$ cat src/hw/audio_if_pkg.sv
package audio_if_pkg;

    ////////////////////////////////////////////////////////////
    // Frame constants
    ////////////////////////////////////////////////////////////

    localparam int sample_bits = 16;         // One audio word
    localparam int n_channels  = 2;          // Lane 0 left, lane 1 right

    typedef logic [sample_bits-1:0] sample_t;

    ////////////////////////////////////////////////////////////
    // Tracker broadcast to lanes and output mux
    ////////////////////////////////////////////////////////////

    typedef struct packed {
        logic bclk_rise;                     // Single-cycle pulse
        logic bclk_fall;                     // Single-cycle pulse
        logic wclk_rise;                     // Right phase starts
        logic wclk_fall;                     // Left phase starts
        logic wclk_level;                    // Low for left, high for right
        logic dout_bit;                      // Codec data, aligned with pulses
        logic locked;                        // Frame boundary seen
    } serial_strobe_t;

    // Host read side of one channel
    typedef struct packed {
        sample_t data;                       // Word from last accepted read
        logic    valid;                      // One cycle after accepted read
        logic    empty;                      // Nothing buffered
    } rx_port_t;

    ////////////////////////////////////////////////////////////
    // Encodings
    ////////////////////////////////////////////////////////////

    typedef enum logic [1:0] {
        mode_normal   = 2'd0,                // Lanes drive din
        mode_loopback = 2'd1,                // dout echoed onto din
        mode_mute     = 2'd2                 // din held low
    } link_mode_t;

    typedef enum logic {
        sync_hunt   = 1'b0,                  // Waiting for a wclk edge
        sync_locked = 1'b1                   // Frame aligned
    } sync_state_t;

endpackage

$ cat src/hw/serial_clock_tracker.sv
`timescale 1ns/1ps

module serial_clock_tracker import audio_if_pkg::*; (
    input  logic           aic3204_mclk,
    input  logic           rst,
    input  logic           aic3204_bclk,
    input  logic           aic3204_wclk,
    input  logic           aic3204_dout,
    output serial_strobe_t strobe
);

    logic [1:0]     bclk_sync;               // Two-stage synchronizers
    logic [1:0]     wclk_sync;
    logic [1:0]     dout_sync;
    logic           bclk_prev;               // Last synchronized level
    logic           wclk_prev;
    logic           bclk_up;
    logic           bclk_down;
    logic           wclk_up;
    logic           wclk_down;
    sync_state_t    state;
    sync_state_t    state_next;
    serial_strobe_t strobe_q;

    ////////////////////////////////////////////////////////////
    // Synchronizers and edge detect
    ////////////////////////////////////////////////////////////

    always_ff @(posedge aic3204_mclk) begin
        dout_sync <= {dout_sync[0], aic3204_dout};     // Data path, no reset
    end

    always_ff @(posedge aic3204_mclk) begin
        if (rst) begin
            bclk_sync <= '0;
            wclk_sync <= '0;
            bclk_prev <= 1'b0;
            wclk_prev <= 1'b0;
        end else begin
            bclk_sync <= {bclk_sync[0], aic3204_bclk};
            wclk_sync <= {wclk_sync[0], aic3204_wclk};
            bclk_prev <= bclk_sync[1];
            wclk_prev <= wclk_sync[1];
        end
    end

    assign bclk_up   = bclk_sync[1] & ~bclk_prev;
    assign bclk_down = ~bclk_sync[1] & bclk_prev;
    assign wclk_up   = wclk_sync[1] & ~wclk_prev;
    assign wclk_down = ~wclk_sync[1] & wclk_prev;

    // Lock on first wclk edge so the next phase is whole
    always_comb begin
        state_next = state;
        if (state == sync_hunt && (wclk_up || wclk_down)) begin
            state_next = sync_locked;
        end
    end

    ////////////////////////////////////////////////////////////
    // Strobe register, third stage of delay
    ////////////////////////////////////////////////////////////

    always_ff @(posedge aic3204_mclk) begin
        if (rst) begin
            state    <= sync_hunt;
            strobe_q <= '0;
        end else begin
            state               <= state_next;
            strobe_q.bclk_rise  <= bclk_up;
            strobe_q.bclk_fall  <= bclk_down;
            strobe_q.wclk_rise  <= wclk_up;
            strobe_q.wclk_fall  <= wclk_down;
            strobe_q.wclk_level <= wclk_sync[1];
            strobe_q.dout_bit   <= dout_sync[1];
            strobe_q.locked     <= (state_next == sync_locked);  // Same cycle as edge
        end
    end

    assign strobe = strobe_q;

endmodule

$ cat src/hw/sample_fifo.sv
`timescale 1ns/1ps

module sample_fifo import audio_if_pkg::*; #(
    parameter int depth = 16
) (
    input  logic     aic3204_mclk,
    input  logic     rst,
    input  logic     wr_en,
    input  sample_t  wr_data,
    output logic     full,
    input  logic     rd_en,
    output rx_port_t rd_port
);

    localparam int ptr_bits = (depth > 1) ? $clog2(depth) : 1;
    localparam int cnt_bits = $clog2(depth + 1);

    sample_t             mem [depth];        // Sample storage
    logic [ptr_bits-1:0] wr_ptr;
    logic [ptr_bits-1:0] rd_ptr;
    logic [cnt_bits-1:0] count;              // Occupancy
    logic                empty;
    logic                wr_ok;              // Accepted write
    logic                rd_ok;              // Accepted read
    sample_t             rd_data;
    logic                rd_valid;

    // Wrap at depth, not at a power of two
    function automatic logic [ptr_bits-1:0] ptr_next(input logic [ptr_bits-1:0] ptr);
        if (ptr == ptr_bits'(depth - 1)) begin
            return '0;
        end
        return ptr + 1'b1;
    endfunction

    assign empty = (count == '0);
    assign full  = (count == cnt_bits'(depth));
    assign wr_ok = wr_en && !full;           // Drop when full
    assign rd_ok = rd_en && !empty;          // Ignore when empty

    ////////////////////////////////////////////////////////////
    // Pointers and count
    ////////////////////////////////////////////////////////////

    always_ff @(posedge aic3204_mclk) begin
        if (rst) begin
            wr_ptr   <= '0;
            rd_ptr   <= '0;
            count    <= '0;
            rd_valid <= 1'b0;
        end else begin
            if (wr_ok) wr_ptr <= ptr_next(wr_ptr);
            if (rd_ok) rd_ptr <= ptr_next(rd_ptr);
            case ({wr_ok, rd_ok})
                2'b10:   count <= count + 1'b1;
                2'b01:   count <= count - 1'b1;
                default: count <= count;         // Idle or both
            endcase
            rd_valid <= rd_ok;                   // One-cycle read latency
        end
    end

    ////////////////////////////////////////////////////////////
    // Storage and read register
    ////////////////////////////////////////////////////////////

    always_ff @(posedge aic3204_mclk) begin
        if (wr_ok) begin
            mem[wr_ptr] <= wr_data;
        end
        if (rd_ok) begin
            rd_data <= mem[rd_ptr];              // Held until next read
        end
    end

    assign rd_port = '{data: rd_data, valid: rd_valid, empty: empty};

endmodule

$ cat src/hw/channel_lane.sv
`timescale 1ns/1ps

module channel_lane import audio_if_pkg::*; #(
    parameter bit phase      = 1'b0,         // wclk level owning this lane
    parameter int fifo_depth = 16
) (
    input  logic           aic3204_mclk,
    input  logic           rst,
    input  serial_strobe_t strobe,
    input  logic           rx_rd_en,
    output rx_port_t       rx_port,
    input  logic           tx_wr_en,
    input  sample_t        tx_wr_data,
    output logic           tx_full,
    output logic           tx_bit
);

    logic     active;                        // Inside own phase
    logic     phase_start;
    logic     phase_end;
    sample_t  rx_shift;                      // Receive shift register
    sample_t  rx_word;                       // Captured word for push
    logic     rx_armed;                      // Whole phase seen
    logic     rx_push;
    sample_t  tx_reg;                        // Transmit shift register
    logic     tx_load;                       // FIFO read data arriving
    rx_port_t tx_rd;
    sample_t  load_word;

    assign active      = strobe.locked && (strobe.wclk_level == phase);
    assign phase_start = strobe.locked && (phase ? strobe.wclk_rise : strobe.wclk_fall);
    assign phase_end   = strobe.locked && (phase ? strobe.wclk_fall : strobe.wclk_rise);

    ////////////////////////////////////////////////////////////
    // Receive path
    ////////////////////////////////////////////////////////////

    always_ff @(posedge aic3204_mclk) begin
        if (active && strobe.bclk_rise) begin
            rx_shift <= {rx_shift[sample_bits-2:0], strobe.dout_bit};  // MSB first
        end
        if (phase_end) begin
            rx_word <= rx_shift;                 // Last 16 bits of phase
        end
    end

    always_ff @(posedge aic3204_mclk) begin
        if (rst) begin
            rx_armed <= 1'b0;
            rx_push  <= 1'b0;
        end else begin
            if (phase_start) rx_armed <= 1'b1;   // Skip partial first phase
            rx_push <= phase_end && rx_armed;    // One cycle after end strobe
        end
    end

    sample_fifo #(
        .depth (fifo_depth)
    ) u_rx_fifo (
        .aic3204_mclk (aic3204_mclk),
        .rst          (rst),
        .wr_en        (rx_push),
        .wr_data      (rx_word),
        .full         (),
        .rd_en        (rx_rd_en),
        .rd_port      (rx_port)
    );

    ////////////////////////////////////////////////////////////
    // Transmit path
    ////////////////////////////////////////////////////////////

    sample_fifo #(
        .depth (fifo_depth)
    ) u_tx_fifo (
        .aic3204_mclk (aic3204_mclk),
        .rst          (rst),
        .wr_en        (tx_wr_en),
        .wr_data      (tx_wr_data),
        .full         (tx_full),
        .rd_en        (phase_start),         // Pop at phase start
        .rd_port      (tx_rd)
    );

    assign load_word = tx_rd.valid ? tx_rd.data : '0;  // Underrun plays zero

    always_ff @(posedge aic3204_mclk) begin
        if (rst) begin
            tx_load <= 1'b0;
            tx_reg  <= '0;
        end else begin
            tx_load <= phase_start;
            if (tx_load) begin
                tx_reg <= load_word;             // Completes one cycle after strobe
            end else if (active && strobe.bclk_fall && !phase_start) begin
                tx_reg <= {tx_reg[sample_bits-2:0], 1'b0};
            end
        end
    end

    // Bypass during load keeps MSB on the same cycle as later bits
    assign tx_bit = tx_load ? load_word[sample_bits-1] : tx_reg[sample_bits-1];

endmodule

$ cat src/hw/serial_out_mux.sv
`timescale 1ns/1ps

module serial_out_mux import audio_if_pkg::*; (
    input  logic                  aic3204_mclk,
    input  logic                  rst,
    input  serial_strobe_t        strobe,
    input  link_mode_t            mode,
    input  logic [n_channels-1:0] tx_bits,
    output logic                  din
);

    logic level_d;                           // Lane select, aligned to lane bypass
    logic dout_d;                            // Loopback, matches lane latency
    logic locked_d;

    ////////////////////////////////////////////////////////////
    // Alignment stage
    ////////////////////////////////////////////////////////////

    always_ff @(posedge aic3204_mclk) begin
        if (rst) begin
            level_d  <= 1'b0;
            dout_d   <= 1'b0;
            locked_d <= 1'b0;
        end else begin
            level_d  <= strobe.wclk_level;
            dout_d   <= strobe.dout_bit;
            locked_d <= strobe.locked;
        end
    end

    ////////////////////////////////////////////////////////////
    // Output register
    ////////////////////////////////////////////////////////////

    always_ff @(posedge aic3204_mclk) begin
        if (rst) begin
            din <= 1'b0;
        end else if (!locked_d) begin
            din <= 1'b0;                         // Quiet until frame lock
        end else begin
            case (mode)
                mode_normal:   din <= tx_bits[level_d];
                mode_loopback: din <= dout_d;    // Five cycles after pin
                default:       din <= 1'b0;      // Mute
            endcase
        end
    end

endmodule

$ cat src/hw/aic3204_audio_if.sv
`timescale 1ns/1ps

module aic3204_audio_if import audio_if_pkg::*; #(
    parameter int fifo_depth = 16
) (
    input  logic                             aic3204_mclk,
    input  logic                             rst,

    ////////////////////////////////////////////////////////////
    // Codec pins
    ////////////////////////////////////////////////////////////

    input  logic                             aic3204_bclk,
    input  logic                             aic3204_wclk,
    input  logic                             aic3204_dout,
    output logic                             aic3204_din,
    input  link_mode_t                       mode,

    ////////////////////////////////////////////////////////////
    // Host side, index 0 left, 1 right
    ////////////////////////////////////////////////////////////

    input  logic     [n_channels-1:0]        rx_rd_en,
    output rx_port_t [n_channels-1:0]        rx_port,
    input  logic     [n_channels-1:0]        tx_wr_en,
    input  sample_t  [n_channels-1:0]        tx_wr_data,
    output logic     [n_channels-1:0]        tx_full
);

    serial_strobe_t        strobe;           // Shared edge pulses
    logic [n_channels-1:0] tx_bits;          // Lane MSBs to mux

    serial_clock_tracker u_tracker (
        .aic3204_mclk (aic3204_mclk),
        .rst          (rst),
        .aic3204_bclk (aic3204_bclk),
        .aic3204_wclk (aic3204_wclk),
        .aic3204_dout (aic3204_dout),
        .strobe       (strobe)
    );

    // One lane per wclk phase
    for (genvar ch = 0; ch < n_channels; ch++) begin : g_lane
        channel_lane #(
            .phase      (ch),
            .fifo_depth (fifo_depth)
        ) u_lane (
            .aic3204_mclk (aic3204_mclk),
            .rst          (rst),
            .strobe       (strobe),
            .rx_rd_en     (rx_rd_en[ch]),
            .rx_port      (rx_port[ch]),
            .tx_wr_en     (tx_wr_en[ch]),
            .tx_wr_data   (tx_wr_data[ch]),
            .tx_full      (tx_full[ch]),
            .tx_bit       (tx_bits[ch])
        );
    end

    serial_out_mux u_out_mux (
        .aic3204_mclk (aic3204_mclk),
        .rst          (rst),
        .strobe       (strobe),
        .mode         (mode),
        .tx_bits      (tx_bits),
        .din          (aic3204_din)
    );

endmodule

$ cat config.mk
export PLATFORM = sky130hd
export DESIGN_NAME = aic3204_audio_if
export DESIGN_NICKNAME = d
export VERILOG_FILES = /design/src/hw/audio_if_pkg.sv /design/src/hw/serial_clock_tracker.sv /design/src/hw/sample_fifo.sv /design/src/hw/channel_lane.sv /design/src/hw/serial_out_mux.sv /design/src/hw/aic3204_audio_if.sv
export SDC_FILE = /design/constraint.sdc
export NUM_CORES = 1
export LEC_CHECK = 0
export BUFFER_PORTS_ARGS = -buffer_cell sky130_fd_sc_hd__clkbuf_2
export CAP_MARGIN = 5
export CORE_MARGIN = 3
export CORE_UTILIZATION = 35
export DETAILED_ROUTE_END_ITERATION = 10
export GPL_TIMING_DRIVEN = 0
export HOLD_SLACK_MARGIN = 0.03
export MAX_ROUTING_LAYER = met4
export PLACE_DENSITY_LB_ADDON = 0.15
export RECOVER_POWER = 25
export SLEW_MARGIN = 30
export SYNTH_ARGS = -nofsm -noshare
export SYNTH_HDL_FRONTEND = slang
export SYNTH_HIERARCHICAL = 1
export SYNTH_SLANG_ARGS = --single-unit
$ cat constraint.sdc
create_clock -name aic3204_mclk -period 2.7 [get_ports aic3204_mclk]
set_clock_uncertainty 0.05 [all_clocks]
set_input_delay 0.54 -clock aic3204_mclk [delete_from_list [all_inputs] [get_ports aic3204_mclk]]
set_output_delay 0.54 -clock aic3204_mclk [all_outputs]
set_load 0.05 [all_outputs]
* Word level (Yosys, flattened, before mapping) *
Memories as Yosys holds them, arrays and structs flattened. A register that Yosys moved wholly into a read port is not among the register bits.
Index checks and enable logic that the tools add are counted.

word-level totals
  input port bits = 43
  output and inout port bits = 39
  memories kept = 4
  bits in read-only memories = 0
  logic and storage cells = 202
  memory bits (writable) = 1024
  latch bits = 0
  flip-flop bits (word level) = 176

memory list
  memory                          depth  bits a word  read ports  clocked after memory_dff  write ports  line               RTL
  g_lane[0].u_lane.u_rx_fifo.mem  16     16           1           1                         1            sample_fifo.sv:18  sample_t mem [depth];
  g_lane[0].u_lane.u_tx_fifo.mem  16     16           1           1                         1            sample_fifo.sv:18
  g_lane[1].u_lane.u_rx_fifo.mem  16     16           1           1                         1            sample_fifo.sv:18
  g_lane[1].u_lane.u_tx_fifo.mem  16     16           1           1                         1            sample_fifo.sv:18

operators by class
  add/subtract/negate cells = 16
  $mul = 0
  bitwise operators = 10
  div/mod/pow operators = 0
  reductions and logical operators = 44
  mux-type cells = 63
  order comparisons = 1
  shift-type cells = 0
  equal/unequal tests = 21

operators with widths
  cell                   count
  $mux W16               6
  $mux W4                16
  $pmux W5 S2            4
  $mux W1                36
  $add A4 B1 Y4 const B  8
  $eq A4 B4 Y1 const B   8
  $logic_and A1 B1 Y1    21
  $add A5 B1 Y5 const B  4
  $eq A5 B5 Y1 const B   4
  $logic_not A5 Y1       4
  $sub A5 B1 Y5 const B  4
  $reduce_bool A2 Y1     6
  $eq A2 B1 Y1 const B   5
  $logic_not A1 Y1       10
  $eq A2 B2 Y1 const B   4
  $not A1 Y1             6
  $and A1 B1 Y1          4
  $logic_not A2 Y1       1
  $lt A1 B2 Y1 const B   1
  $pmux W1 S2            1
  $reduce_or A2 Y1       1
  $logic_or A1 B1 Y1     1

* Depth between registers and ports, before layout *
  word-level depth = 6
  gate-level depth with buffers = 9
  depth with buffers taken out = 9

* Cells and area by module *
The synthesis kept the hierarchy.

by module, submodules not included
  module                                        sequential area each (um2)  cells each  area an instance (um2)  times used
  sample_fifo (g_lane[0].u_lane.u_rx_fifo ...)  8448.1                      519         11013.1                 3
  sample_fifo (g_lane[0].u_lane.u_tx_fifo)      8448.1                      519         11045.6                 1
  channel_lane (g_lane[1].u_lane)               1341.3                      146         1936.9                  1
  channel_lane (g_lane[0].u_lane)               1341.3                      145         1909.3                  1
  serial_clock_tracker                          280.3                       34          424.2                   1
  serial_out_mux                                80.1                        11          137.6                   1

* Worst setup path before layout *
No wires, ideal clock.

  path type = register to register
  start point = register u_tracker.strobe_q (netlist bit u_tracker/strobe[0])
  end point = register g_lane[0].u_lane.u_tx_fifo.count[4]
  data arrival time = 2.773 ns
  setup time = 0.071 ns
  path buffers = 1
  required time = 2.579 ns
  clock period less this slack = 2.894 ns
  cell stages (with the launch flop) = 10
  slack = -0.194 ns
  cells stage by stage = dfxtp_1 -> buf_4 -> and2_1 -> a21boi_2 -> ha_1 -> ha_1 -> a21oi_1 -> a21oi_1 -> or4_1 -> a21oi_1

between the ends
  word-level cells in the longest chain between the ends = 4
  elaborated cells between the ends (all ways) = 6
  classes of those cells = eq/ne: 2; mux: 1; reduce/logical: 3

ends and longest elaborated chain
  item                                                      line                        RTL
  from (decl)                                               serial_clock_tracker.sv:23  serial_strobe_t strobe_q;
  $logic_and A1 B1 Y1 *                                     channel_lane.sv:31          assign phase_start = strobe.locked && (phase ? strobe.wclk_rise : strobe.wclk_fall);
  via g_lane[0].u_lane.phase_start                          channel_lane.sv:19          logic phase_start;
  $logic_and A1 B1 Y1 *                                     sample_fifo.sv:39           assign rd_ok = rd_en && !empty;
  via g_lane[0].u_lane.u_tx_fifo.rd_ok                      sample_fifo.sv:24           logic rd_ok;
  $eq A2 B1 Y1 / $eq A2 B2 Y1 (equally long branches)       sample_fifo.sv:54           case ({wr_ok, rd_ok})
  $pmux W5 S2 / $reduce_bool A2 Y1 (equally long branches)  -
  to (signal assigned)                                      sample_fifo.sv:55           2'b10: count <= count + 1'b1;
  to (signal assigned)                                      sample_fifo.sv:56           2'b01: count <= count - 1'b1;
  to (signal assigned)                                      sample_fifo.sv:57           default: count <= count;
  to (decl)                                                 sample_fifo.sv:21           logic [cnt_bits-1:0] count;

Mark *: on every way through the listed nets, which the timed path passes. The rest lies on a longest branch.
A chain may end at the register's enable or synchronous reset.

* Final worst setup path *
  start point = register g_lane[0].u_lane.u_tx_fifo.count[0]
  end point = register g_lane[0].u_lane.u_tx_fifo.count[4]

between the ends
  word-level cells in the longest chain between the ends = 5
  elaborated cells between the ends (all ways) = 12
  classes of those cells = add/sub: 2; eq/ne: 3; mux: 1; reduce/logical: 6

ends and longest elaborated chain
  item                                                      line               RTL
  $logic_not A5 Y1 *                                        sample_fifo.sv:36  assign empty = (count == '0);
  $logic_not A1 Y1 *                                        sample_fifo.sv:39
  $logic_and A1 B1 Y1 *                                     sample_fifo.sv:39
  via g_lane[0].u_lane.u_tx_fifo.rd_ok                      sample_fifo.sv:24
  $eq A2 B1 Y1 / $eq A2 B2 Y1 (equally long branches)       sample_fifo.sv:54
  $pmux W5 S2 / $reduce_bool A2 Y1 (equally long branches)  -

Marked as above.

==> flow_summary.ini <==
[outcome]
status = finished clean

[global_route]
grtUsageMet2 = 0.254
met1_usage = 0.211
grt_max_degree = 41
grtUsageMet3 = 0.0299
grt_pass1_wl_um = 164000
grt-ovfl-total = 0
gr-usage-all-layers = 0.160
grt.busiest_layer = met2
grt_pass1_vias = 24948
antenna_found_initial = 1

[power]
seqPwrFrac = 0.527
power_mw = 40.5
p_int_mw = 32.7
clkPwrFrac = 0.459
power_leakage_nw = 18.3
p_switching_mw = 7.88
vdd_ir_drop_max_mv = 0.508
p_comb_frac = 0.014
p_sw_frac = 0.194
p_per_area_nw_per_um2 = 712

[synthesis]
avgSynthCellArea_um2 = 20.1
syn_area_um2 = 48500
synthCells = 2406
syn_nets = 2491
yosys_warnings = 6

[floorplan]
die_area_um2 = 143000
rows = 135
die_y_um = 378
start_util = 0.355
core_um2 = 136000
io_pins = 82
die_w_um = 378

[sta]
max_slew_margin = 0.384
clock.fmax_ghz = 0.381
grt_setup_unrepaired = true
worstMarginPinSlew_ns = 0.919
period_needed_ns = 2.63
timing.final.hold_violations = 0
drv_slew = 0
hold_ws_ns = 0.183
fin_ws_ns = 0.0740
period_share = 0.973
setup_viol = 0
tns_ns = 0

[worst_setup_path]
crit_type = flop to flop
end_kind = flop
crit_fanout = 5
worstPathArrival_ns = 3.23
crit_required_ns = 3.31
reg2reg_depth = 9
r2r_start = g_lane[0].u_lane/u_tx_fifo/count[0]
crit_start = g_lane[0].u_lane/u_tx_fifo/count[0]
r2r_setup_slack_ns = 0.07
start_kind = flop
r2r-end = g_lane[0].u_lane/u_tx_fifo/count[4]
timing.critical_path.to = g_lane[0].u_lane/u_tx_fifo/count[4]

[worst_hold_path]
hold_class = primary input to flop

[drt]
drt_iter0_drc = 1708
wl_per_cell_um = 24.0
viasPerCell = 5.17
num_vias = 23676
drcViolationCount = 0
drt_pre_antenna_iters = 6
wl_um = 110000
ant_nets = 0

[run]
cap_viol_max_count = 0

[clock_tree]
clock_path_buffers = 3
cts_sinks = 1264
cts_tree = done
root_buffer = clkbuf_16
cts_buffers = 139
clk_pin_slew_ns = 0.06
cts-htree-levels = 4
clk_latency_ns = 0.74

[finish]
largest_registers = g_lane.u_lane/u_rx_fifo/mem (512), g_lane.u_lane/u_tx_fifo/mem (512)
utilization = 0.417
final_area_um2 = 57000
syn2layout_area_growth_pct = 17.6
fin_cells = 4583
nNetsFinal = 2781
drive_above_1_share = 0.262

[placement]
numPlacedInstances = 4309
post-place-ws_ns = -0.593
hpwl_um = 69300
post_dp_cell_area_um2 = 52000
port_buffers = 81
gp_congestion = 0.760
-- final cells by class --
type / instances / area [um2]
multi-input cells: 987 / 11400
inverters: 27 / 101
diodes: 1 / 2.50
flip-flops and latches: 1264 / 36900
clock inverters: 62 / 627
clock buffers: 184 / 3860
repair buffers: 146 / 1040
fillers: 11979 / 79500
plain buffers: 131 / 891
well taps: 1781 / 2230
-- power groups by stage --
| stage | sequential (mW) | combinational (mW) | clock [mW] |
|---|---|---|---|
| 6_report | 21.4 | 0.583 | 18.6 |
| 5_1_grt | 21.4 | 0.643 | 20.0 |
| 2_1_floorplan | 21.8 | 0.238 | 0 |
| 3_3_place_gp | 21.8 | 0.479 | 0 |
| 3_5_place_dp | 21.8 | 0.541 | 0 |
| 4_1_cts | 21.4 | 0.584 | 19.2 |
-- layout by cell type (no fill, tap or decap), types with 31 or more instances in the layout --
| cell type | n |
|---|---|
| edfxtp_1 | 1152 |
| mux4_2 | 226 |
| clkbuf_16 | 150 |
| a22oi_1 | 128 |
| nand2_1 | 108 |
| clkbuf_1 | 107 |
| dfxtp_1 | 103 |
| nor2_1 | 81 |
| buf_4 | 68 |
| nor2_4 | 51 |
| clkbuf_2 | 43 |
| buf_2 | 35 |
| ha_1 | 31 |
-- worst min-delay path by stage --
stage / start / endpoint / slack (ns) / cells past startpoint
after floorplan: u_tracker/dout_sync[0] / u_tracker/dout_sync[1] / 0.26 / 0
after global placement: u_tracker/dout_sync[0] / u_tracker/dout_sync[1] / 0.27 / 0
after detailed placement: u_tracker/dout_sync[0] / u_tracker/dout_sync[1] / 0.27 / 0
after CTS: tx_wr_data[18] / g_lane[1].u_lane/u_tx_fifo/mem[15][2] / 0.09 / 1
after global routing: mode[0] / u_out_mux/din / 0.16 / 2
final: mode[0] / u_out_mux/din / 0.18 / 3
-- layer usage --
| layer | wire length (um) | part of all wire |
|---|---|---|
| met1 | 48800 | 0.44 |
| met2 | 53800 | 0.49 |
| met3 | 4890 | 0.044 |
| met4 | 2650 | 0.024 |
| met5 | 0 | 0 |
-- timing repair --
action	4_1_cts	5_1_grt
buffers inserted	18	3
pin swaps	11	7
setup endpoints to repair	38	40
hold buffers	3	0
endpoints found under the hold margin	3	0
cloned	4	0
resized for setup	37	24
-- worst max-delay path, stage by stage (launching register included) --
cell and delay, ns:
dfxtp_2 0.36, nor4_4 0.36, buf_4 0.22, a21boi_4 0.06, ha_2 0.23, fa_1 0.43
nand3_1 0.14, a21oi_1 0.09, or4_1 0.46, a21oi_1 0.14
(Power assumes the default switching activity.)
